<file path="src/source/isa_pkg.sv">
package isa_pkg;

    localparam int XLEN            = 32;
    localparam int REG_ADDR_W      = 5;
    localparam int IN_DEPTH        = 4;
    localparam int OUT_CREDITS_MAX = 4;
    localparam int IN_PTR_W        = $clog2(IN_DEPTH);
    localparam int OUT_CREDIT_W    = $clog2(OUT_CREDITS_MAX + 1);

    //////////////////////////////
    // Opcode fields

    // Three-register and shift-immediate formats, bits 31:15
    localparam logic [16:0] OP17_ADD  = 17'h00020;
    localparam logic [16:0] OP17_SUB  = 17'h00022;
    localparam logic [16:0] OP17_SLT  = 17'h00024;
    localparam logic [16:0] OP17_SLTU = 17'h00025;
    localparam logic [16:0] OP17_NOR  = 17'h00028;
    localparam logic [16:0] OP17_AND  = 17'h00029;
    localparam logic [16:0] OP17_OR   = 17'h0002a;
    localparam logic [16:0] OP17_XOR  = 17'h0002b;
    localparam logic [16:0] OP17_SLL  = 17'h0002e;
    localparam logic [16:0] OP17_SRL  = 17'h0002f;
    localparam logic [16:0] OP17_SRA  = 17'h00030;
    localparam logic [16:0] OP17_SLLI = 17'h00081;
    localparam logic [16:0] OP17_SRLI = 17'h00089;
    localparam logic [16:0] OP17_SRAI = 17'h00091;

    // 12-bit immediate format, bits 31:22
    localparam logic [9:0] OP10_ADDI  = 10'h00a;
    localparam logic [9:0] OP10_SLTI  = 10'h008;
    localparam logic [9:0] OP10_SLTUI = 10'h009;
    localparam logic [9:0] OP10_ANDI  = 10'h00d;
    localparam logic [9:0] OP10_ORI   = 10'h00e;
    localparam logic [9:0] OP10_XORI  = 10'h00f;

    localparam logic [6:0] OP7_LU12I  = 7'h0a;

    //////////////////////////////
    // Types

    typedef enum logic [4:0] {
        ALU_ADD, ALU_SUB, ALU_SLT, ALU_SLTU,
        ALU_AND, ALU_OR, ALU_NOR, ALU_XOR,
        ALU_SLL, ALU_SRL, ALU_SRA, ALU_LUI,
        ALU_NONE = 5'h1f
    } alu_op_e;

    typedef struct packed {
        logic [16:0]           op;
        logic [REG_ADDR_W-1:0] rk;
        logic [REG_ADDR_W-1:0] rj;
        logic [REG_ADDR_W-1:0] rd;
    } fmt_r3_t;

    typedef struct packed {
        logic [9:0]            op;
        logic [11:0]           imm;
        logic [REG_ADDR_W-1:0] rj;
        logic [REG_ADDR_W-1:0] rd;
    } fmt_ri12_t;

    typedef struct packed {
        logic [6:0]            op;
        logic [19:0]           imm;
        logic [REG_ADDR_W-1:0] rd;
    } fmt_ri20_t;

    typedef union packed {
        fmt_r3_t   r3;
        fmt_ri12_t ri12;
        fmt_ri20_t ri20;
    } instr_u;

    typedef struct packed {
        alu_op_e               alu_op;
        logic                  use_imm;
        logic [XLEN-1:0]       imm;
        logic [REG_ADDR_W-1:0] rd;
        logic                  illegal;
        logic                  valid;
    } uop_t;

    typedef struct packed {
        logic [XLEN-1:0] src1;
        logic [XLEN-1:0] src2;
    } operands_t;

    typedef struct packed {
        logic [REG_ADDR_W-1:0] rd;
        logic [XLEN-1:0]       value;
        logic                  illegal;
        logic                  write;
    } wb_t;

endpackage

</file>
<file path="src/source/issue_ctrl.sv">
`timescale 1ns/1ps

module issue_ctrl import isa_pkg::*; (
    input  logic   clk,
    input  logic   rstn,
    input  logic   in_valid,
    input  instr_u in_word,
    input  logic   res_credit,
    output logic   issue,
    output instr_u issue_word,
    output logic   in_credit
);

    instr_u                fifo_mem [IN_DEPTH];
    logic [IN_PTR_W-1:0]   wr_ptr;
    logic [IN_PTR_W-1:0]   rd_ptr;
    logic [IN_PTR_W:0]     count;
    logic [OUT_CREDIT_W-1:0] out_credits;
    logic                  fifo_empty;

    assign fifo_empty = (count == '0);

    // Head goes out only when a result slot is already granted
    assign issue      = !fifo_empty && (out_credits != '0);
    assign issue_word = fifo_mem[rd_ptr];

    //////////////////////////////
    // Input FIFO

    // Sender never overruns its credits, so no full check
    always_ff @(posedge clk) begin
        if (in_valid) begin
            fifo_mem[wr_ptr] <= in_word;
        end
    end

    always_ff @(posedge clk) begin
        if (!rstn) begin
            wr_ptr <= '0;
            rd_ptr <= '0;
            count  <= '0;
        end else begin
            if (in_valid) begin
                wr_ptr <= wr_ptr + 1'b1;
            end
            if (issue) begin
                rd_ptr <= rd_ptr + 1'b1;
            end
            count <= count + (IN_PTR_W + 1)'(in_valid) - (IN_PTR_W + 1)'(issue);
        end
    end

    //////////////////////////////
    // Credits

    always_ff @(posedge clk) begin
        if (!rstn) begin
            out_credits <= '0;
            in_credit   <= 1'b0;
        end else begin
            out_credits <= out_credits + OUT_CREDIT_W'(res_credit) - OUT_CREDIT_W'(issue);
            // One freed slot per issue, returned a cycle later
            in_credit   <= issue;
        end
    end

endmodule

</file>
<file path="src/source/inst_decode.sv">
`timescale 1ns/1ps

module inst_decode import isa_pkg::*; (
    input  logic   clk,
    input  logic   rstn,
    input  logic   issue,
    input  instr_u issue_word,
    output uop_t   uop
);

    uop_t dec;

    always_comb begin
        dec         = '0;
        dec.valid   = 1'b1;
        dec.rd      = issue_word.r3.rd;
        dec.alu_op  = ALU_NONE;

        // Register and shift-immediate forms
        case (issue_word.r3.op)
            OP17_ADD:  dec.alu_op = ALU_ADD;
            OP17_SUB:  dec.alu_op = ALU_SUB;
            OP17_SLT:  dec.alu_op = ALU_SLT;
            OP17_SLTU: dec.alu_op = ALU_SLTU;
            OP17_AND:  dec.alu_op = ALU_AND;
            OP17_OR:   dec.alu_op = ALU_OR;
            OP17_NOR:  dec.alu_op = ALU_NOR;
            OP17_XOR:  dec.alu_op = ALU_XOR;
            OP17_SLL, OP17_SLLI: dec.alu_op = ALU_SLL;
            OP17_SRL, OP17_SRLI: dec.alu_op = ALU_SRL;
            OP17_SRA, OP17_SRAI: dec.alu_op = ALU_SRA;
            default: ;
        endcase
        if (issue_word.r3.op inside {OP17_SLLI, OP17_SRLI, OP17_SRAI}) begin
            // Shift amount sits where rk would be
            dec.use_imm = 1'b1;
            dec.imm     = {{(XLEN - REG_ADDR_W){1'b0}}, issue_word.r3.rk};
        end

        case (issue_word.ri12.op)
            OP10_ADDI:  dec.alu_op = ALU_ADD;
            OP10_SLTI:  dec.alu_op = ALU_SLT;
            OP10_SLTUI: dec.alu_op = ALU_SLTU;
            OP10_ANDI:  dec.alu_op = ALU_AND;
            OP10_ORI:   dec.alu_op = ALU_OR;
            OP10_XORI:  dec.alu_op = ALU_XOR;
            default: ;
        endcase
        case (issue_word.ri12.op)
            OP10_ADDI, OP10_SLTI, OP10_SLTUI: begin
                dec.use_imm = 1'b1;
                dec.imm     = {{(XLEN - 12){issue_word.ri12.imm[11]}}, issue_word.ri12.imm};
            end
            OP10_ANDI, OP10_ORI, OP10_XORI: begin
                dec.use_imm = 1'b1;
                dec.imm     = {{(XLEN - 12){1'b0}}, issue_word.ri12.imm};
            end
            default: ;
        endcase

        if (issue_word.ri20.op == OP7_LU12I) begin
            dec.alu_op  = ALU_LUI;
            dec.use_imm = 1'b1;
            dec.imm     = {issue_word.ri20.imm, 12'b0};
        end

        dec.illegal = (dec.alu_op == ALU_NONE);
    end

    // Idle cycles become bubbles
    always_ff @(posedge clk) begin
        if (!rstn || !issue) begin
            uop <= '0;
        end else begin
            uop <= dec;
        end
    end

endmodule

</file>
<file path="src/source/operand_fetch.sv">
`timescale 1ns/1ps

module operand_fetch import isa_pkg::*; (
    input  logic      clk,
    input  logic      rstn,
    input  logic      issue,
    input  instr_u    issue_word,
    input  wb_t       wb,
    output operands_t ops
);

    logic [XLEN-1:0]       regs [2**REG_ADDR_W];
    logic [REG_ADDR_W-1:0] rj;
    logic [REG_ADDR_W-1:0] rk;
    logic [XLEN-1:0]       rj_val;
    logic [XLEN-1:0]       rk_val;
    logic [REG_ADDR_W-1:0] rj_q;
    logic [REG_ADDR_W-1:0] rk_q;
    logic [XLEN-1:0]       src1_q;
    logic [XLEN-1:0]       src2_q;

    //////////////////////////////
    // Register file

    always_ff @(posedge clk) begin
        if (!rstn) begin
            for (int i = 0; i < 2**REG_ADDR_W; i++) begin
                regs[i] <= '0;
            end
        end else if (wb.write && wb.rd != '0) begin
            regs[wb.rd] <= wb.value;
        end
    end

    assign rj = issue_word.r3.rj;
    assign rk = issue_word.r3.rk;

    // Write-through covers the result being written this cycle
    assign rj_val = (rj == '0) ? '0 : (wb.write && wb.rd == rj) ? wb.value : regs[rj];
    assign rk_val = (rk == '0) ? '0 : (wb.write && wb.rd == rk) ? wb.value : regs[rk];

    always_ff @(posedge clk) begin
        if (issue) begin
            rj_q   <= rj;
            rk_q   <= rk;
            src1_q <= rj_val;
            src2_q <= rk_val;
        end
    end

    // Bypass from the result of the previous instruction
    always_comb begin
        ops.src1 = src1_q;
        ops.src2 = src2_q;
        if (wb.write && rj_q != '0 && wb.rd == rj_q) begin
            ops.src1 = wb.value;
        end
        if (wb.write && rk_q != '0 && wb.rd == rk_q) begin
            ops.src2 = wb.value;
        end
    end

endmodule

</file>
<file path="src/source/exec_alu.sv">
`timescale 1ns/1ps

module exec_alu import isa_pkg::*; (
    input  logic      clk,
    input  logic      rstn,
    input  uop_t      uop,
    input  operands_t ops,
    output wb_t       wb,
    output logic      res_valid
);

    logic [XLEN-1:0] op_b;
    logic [4:0]      shamt;
    logic [XLEN-1:0] result;

    assign op_b  = uop.use_imm ? uop.imm : ops.src2;
    assign shamt = op_b[4:0];

    always_comb begin
        case (uop.alu_op)
            ALU_ADD:  result = ops.src1 + op_b;
            ALU_SUB:  result = ops.src1 - op_b;
            ALU_SLT:  result = {{(XLEN - 1){1'b0}}, $signed(ops.src1) < $signed(op_b)};
            ALU_SLTU: result = {{(XLEN - 1){1'b0}}, ops.src1 < op_b};
            ALU_AND:  result = ops.src1 & op_b;
            ALU_OR:   result = ops.src1 | op_b;
            ALU_NOR:  result = ~(ops.src1 | op_b);
            ALU_XOR:  result = ops.src1 ^ op_b;
            ALU_SLL:  result = ops.src1 << shamt;
            ALU_SRL:  result = ops.src1 >> shamt;
            ALU_SRA:  result = $unsigned($signed(ops.src1) >>> shamt);
            ALU_LUI:  result = op_b;
            default:  result = '0;
        endcase
    end

    //////////////////////////////
    // Writeback register

    always_ff @(posedge clk) begin
        if (!rstn) begin
            res_valid <= 1'b0;
            wb.write  <= 1'b0;
        end else begin
            res_valid <= uop.valid;
            wb.write  <= uop.valid && !uop.illegal;
        end
    end

    always_ff @(posedge clk) begin
        wb.rd      <= uop.rd;
        wb.value   <= result;
        wb.illegal <= uop.illegal;
    end

endmodule

</file>
<file path="src/source/exec_core.sv">
`timescale 1ns/1ps

module exec_core import isa_pkg::*; (
    input  logic   clk,
    input  logic   rstn,
    input  logic   in_valid,
    input  instr_u in_word,
    input  logic   res_credit,
    output logic   in_credit,
    output logic   res_valid,
    output wb_t    res
);

    logic      issue;
    instr_u    issue_word;
    uop_t      uop;
    operands_t ops;
    wb_t       wb;

    issue_ctrl u_issue_ctrl (
        .clk        (clk),
        .rstn       (rstn),
        .in_valid   (in_valid),
        .in_word    (in_word),
        .res_credit (res_credit),
        .issue      (issue),
        .issue_word (issue_word),
        .in_credit  (in_credit)
    );

    // Decode and operand fetch see the same word at the same edge
    inst_decode u_inst_decode (
        .clk        (clk),
        .rstn       (rstn),
        .issue      (issue),
        .issue_word (issue_word),
        .uop        (uop)
    );

    operand_fetch u_operand_fetch (
        .clk        (clk),
        .rstn       (rstn),
        .issue      (issue),
        .issue_word (issue_word),
        .wb         (wb),
        .ops        (ops)
    );

    exec_alu u_exec_alu (
        .clk        (clk),
        .rstn       (rstn),
        .uop        (uop),
        .ops        (ops),
        .wb         (wb),
        .res_valid  (res_valid)
    );

    assign res = wb;

endmodule

</file>
<file path="config.mk">
export PLATFORM = sky130hd
export DESIGN_NAME = exec_core
export DESIGN_NICKNAME = d
export VERILOG_FILES = /design/src/source/isa_pkg.sv /design/src/source/issue_ctrl.sv /design/src/source/inst_decode.sv /design/src/source/operand_fetch.sv /design/src/source/exec_alu.sv /design/src/source/exec_core.sv
export SDC_FILE = /design/constraint.sdc
export NUM_CORES = 2
export LEC_CHECK = 0
export BUFFER_PORTS_ARGS = -buffer_cell sky130_fd_sc_hd__buf_2
export CAP_MARGIN = 20
export CORE_UTILIZATION = 50
export DETAILED_ROUTE_END_ITERATION = 6
export PLACE_DENSITY_LB_ADDON = 0.1
export REMOVE_ABC_BUFFERS = 1
export SYNTH_ARGS = -nofsm -noshare
export SYNTH_HDL_FRONTEND = slang
export SYNTH_SLANG_ARGS = --single-unit
</file>
<file path="constraint.sdc">
create_clock -name clk -period 6.6 [get_ports clk]
set_input_delay 0.99 -clock clk [delete_from_list [all_inputs] [get_ports clk]]
set_output_delay 0.99 -clock clk [all_outputs]
set_load 0.03 [all_outputs]
</file>
==> results.yml <==
drt:
  via_count: 50852
  wl_microns: 280500
  via_per_inst: 6.742
  antenna_left: 0
  firstDrtPassIters: 6
  drt_first_iter_violations: 6529
  wl_per_cell_microns: 37.19
  drc: 0
sta:
  worst_slew_pin_slew_ns: 1.180
  min_period_ns: 5.978
  setup_ws_ns: 0.6223
  fin_worst_skew_ns: 0.05593
  fmax_mhz: 167.3
  hold_viol_final: 0
  fin_crit_sh: 0.9057
  rsz0062_at_grt: "false"
  final-setup-viol-count: 0
  setup-tns-final_ns: 0
  drv_slew: 0
  slew_headroom: 0.2100
synth:
  ys_seq_area_frac: 0.5149
  synth_cells: 5465
  ys_warn_count: 0
  ys_types: 96
  synth_edf_count: 1226
  synth_area_sq_mm: 0.07530
  postSynth.asyncResetShare: 0
  synth_flop_cell: "edfxtp_1"
  ys_seq_elements: 1324
  syn_area_per_cell_sq_um: 13.78
clocking:
  cts-root-buf: "clkbuf_16"
  cts.clk_slew.worst_paths_ns: 0.07
  post_cts_buffers: 0
  cts_buffers: 148
  cts.sinks: 1324
  tritoncts: "built"
  cts-hold-fix-buffers: 0
  cts_resized: 0
  clockBufferDepth: 3
  htreeDepth: 4
  clk_latency_ns: 0.82
final_layout:
  instances_no_fill: 7543
  nets: 5548
  multi_input_area_sq_mm: 0.03471
  regArea_sq_mm: 0.03879
  fillCellCount: 12138
  final_core_utilization: 0.5597
  drive_above_1_share: 0.2489
  area_delta_synth_final_pct: 11.19
worst_setup_path:
  rrSetupSlack_ns: 0.62
  start_kind: "register"
  arrival_ns: 6.64
  cp_max_fo: 10
  reg2regPathDepth: 16
  worst_ep_required_time_ns: 7.26
  reg2reg_to: "u_exec_alu.wb[31]$_DFF_P_"
  r2r_start: "u_exec_alu.wb[34]$_DFF_P_"
  end_kind: "register"
  crit_type: "register to register"
place:
  placed_cells: 7268
  hpwl_microns: 183600
  port_buffers: 76
  routabilityCongestion: 0.9992
  pre_cts_ws_ns: 0.7445
worst_hold_path:
  worstHoldPathType: "register to register"
  hold_end: "u_exec_alu.wb[34]$_DFF_P_"
  hold_start: "u_inst_decode.uop[2]$_SDFF_PN0_"
  hold_depth: 0
power:
  switchingPower_mw: 18.34
  ir_drop_v: 0.0003051
  pwr-share-seq: 0.265
  p_int_mw: 22.59
  leakage_nw: 29.83
  power.total_mw: 40.92
  swShare: 0.4480
  power_density_mw_per_mm2: 488.8
  pwr-share-clk: 0.203
  p_comb_frac: 0.532
floorplan:
  dieArea_sq_mm: 0.1522
  die_x_microns: 390.1
  core_area_sq_mm: 0.1496
  io_pins: 77
  start_util: 0.5034
  fp-row-count: 142
  die_y_microns: 390.1
grt:
  grt_first_pass_wirelength_microns: 390700
  antenna_found_initial: 18
  grtUsageTotal: 0.3703
  grt_pass1_vias: 49951
  grt-ovfl-total: 0
  grt_max_degree: 120
run:
  drv_cap: 0
status:
  status: "completed"
layout by cell type (no fill, tap or decap), types with 88 or more instances in the layout:
| master | count |
|---|---|
| ha_1 | 105 |
| o21ai_0 | 114 |
| dfxtp_1 | 88 |
| mux4_2 | 665 |
| nor2_1 | 256 |
| buf_4 | 182 |
| nand2_1 | 136 |
| and2_1 | 989 |
| mux2i_1 | 189 |
| clkbuf_16 | 149 |
| inv_1 | 99 |
| edfxtp_1 | 1226 |
| a211oi_1 | 109 |
| a21oi_1 | 169 |
cell usage after synthesis (13+ instances only):
cell type | n | share of area
a211oi_1 | 109 | 0.011
a21o_1 | 14 | 0.0014
a21oi_1 | 169 | 0.011
a221oi_1 | 26 | 0.0030
a22oi_1 | 14 | 0.0014
a31oi_1 | 14 | 0.0012
and2_1 | 989 | 0.082
and3_1 | 13 | 0.0011
buf_1 | 71 | 0.0035
buf_2 | 44 | 0.0029
clkbuf_1 | 400 | 0.020
dfxtp_1 | 98 | 0.026
edfxtp_1 | 1226 | 0.49
ha_1 | 105 | 0.017
inv_1 | 99 | 0.0049
inv_2 | 15 | 0.00075
mux2_2 | 53 | 0.0079
mux2i_1 | 189 | 0.025
mux4_2 | 673 | 0.20
nand2_1 | 137 | 0.0068
nand3_1 | 42 | 0.0028
nand4_1 | 25 | 0.0021
nor2_1 | 289 | 0.014
nor3_1 | 60 | 0.0040
nor4_1 | 16 | 0.0013
o211ai_1 | 44 | 0.0044
o21ai_0 | 144 | 0.0096
o221ai_1 | 16 | 0.0019
o22ai_1 | 23 | 0.0019
o31ai_1 | 18 | 0.0018
or3_1 | 13 | 0.0011
xnor2_1 | 41 | 0.0048
xor2_1 | 13 | 0.0015
cells by family (layout without fill, tap and decap cells):
| group | Yosys count | after routing | synth area share |
|---|---|---|---|
| DFF | 1324 | 1324 | 0.5149 |
| buffers and inverters | 653 | 678 | 0.03449 |
| xor gates and xnor gates | 56 | 56 | 0.006712 |
| other | 1 | 38 | 0.00004980 |
| muxes | 928 | 928 | 0.2369 |
| adders and majority gates | 109 | 109 | 0.01851 |
| AOI/OAI and AO/OA | 746 | 746 | 0.06624 |
| and+or+nand+nor | 1648 | 1648 | 0.1222 |
routing by layer:
metal,share of wire,vias up,track usage
met1,0.38,26334,0.4958
met4,0.065,4,0.2117
met3,0.093,588,0.06234
met2,0.46,2984,0.5751
met5,0.000096,-,0
li1,-,20942,-
cell type report:
class                   instances  share of cell area
clock buffers                 186             0.04703
multi-input cells            3519              0.4145
inverters                     122            0.005574
diodes                          6           0.0001793
clock inverters                82             0.01100
flip-flops and latches       1324              0.4633
repair buffers                288             0.02827
well taps                    2016             0.03013
critical path, cell delays in order, from the launching register on:
cell      delay, ns
dfxtp_1        0.38
buf_4          0.21
xnor2_1        0.17
nand3_2        0.25
nor3_4         0.63
buf_4          0.36
mux2_4         0.34
ha_1           0.43
o31ai_1        0.65
o211ai_1       0.21
nand2_1        0.20
a41oi_1        0.30
o311a_1        0.47
o41ai_1        0.55
o211ai_1       0.18
xnor2_1        0.18
a211o_1        0.31
power groups by stage:
stage / registers (mW) / logic (mW) / clock network (mW)
global placement: 11.0 / 21.4 / 0
finish: 10.8 / 21.8 / 8.31
CTS: 10.8 / 21.4 / 8.38
global route: 10.9 / 22.5 / 8.68
floorplan: 11.2 / 13.2 / 0
detailed placement: 11.0 / 21.3 / 0
per-stage QoR:
| step | hold slack, ns | area (sq um) |
|---|---|---|
| 2_1_floorplan | 0.3096 | 73290 |
| 3_3_place_gp | 0.3537 | 78700 |
| 3_5_place_dp | 0.3334 | 78840 |
| 4_1_cts | 0.3434 | 83700 |
| 5_1_grt | 0.3687 | 83720 |
| 6_report | 0.3663 | 83730 |
sequential cells by signal, indices dropped and copies added (netlist names), 5 cells and up, named ones only:
signal / cells
u_operand_fetch.rk_q: 5
u_exec_alu.wb: 39
u_operand_fetch.src2_q: 32
u_operand_fetch.regs: 1024
u_inst_decode.uop: 45
u_operand_fetch.rj_q: 5
u_operand_fetch.src1_q: 32
u_issue_ctrl.fifo_mem: 128
how the worst max path moves through the flow:
stage	endpoint	start	slack (ns)	cells past startpoint
after global routing	u_exec_alu.wb[32]$_DFF_P_	u_exec_alu.wb[34]$_DFF_P_	0.24	18
after CTS	u_exec_alu.wb[31]$_DFF_P_	u_exec_alu.wb[34]$_DFF_P_	0.70	16
final	u_exec_alu.wb[31]$_DFF_P_	u_exec_alu.wb[34]$_DFF_P_	0.62	16
after floorplan	u_operand_fetch.src2_q[0]$_SDFFCE_PN0P_	register	-2.76	6
after detailed placement	u_exec_alu.wb[31]$_DFF_P_	u_exec_alu.wb[34]$_DFF_P_	0.74	16
after global placement	u_exec_alu.wb[30]$_DFF_P_	u_exec_alu.wb[34]$_DFF_P_	0.79	17
Power figures use the tool's default switching activity.
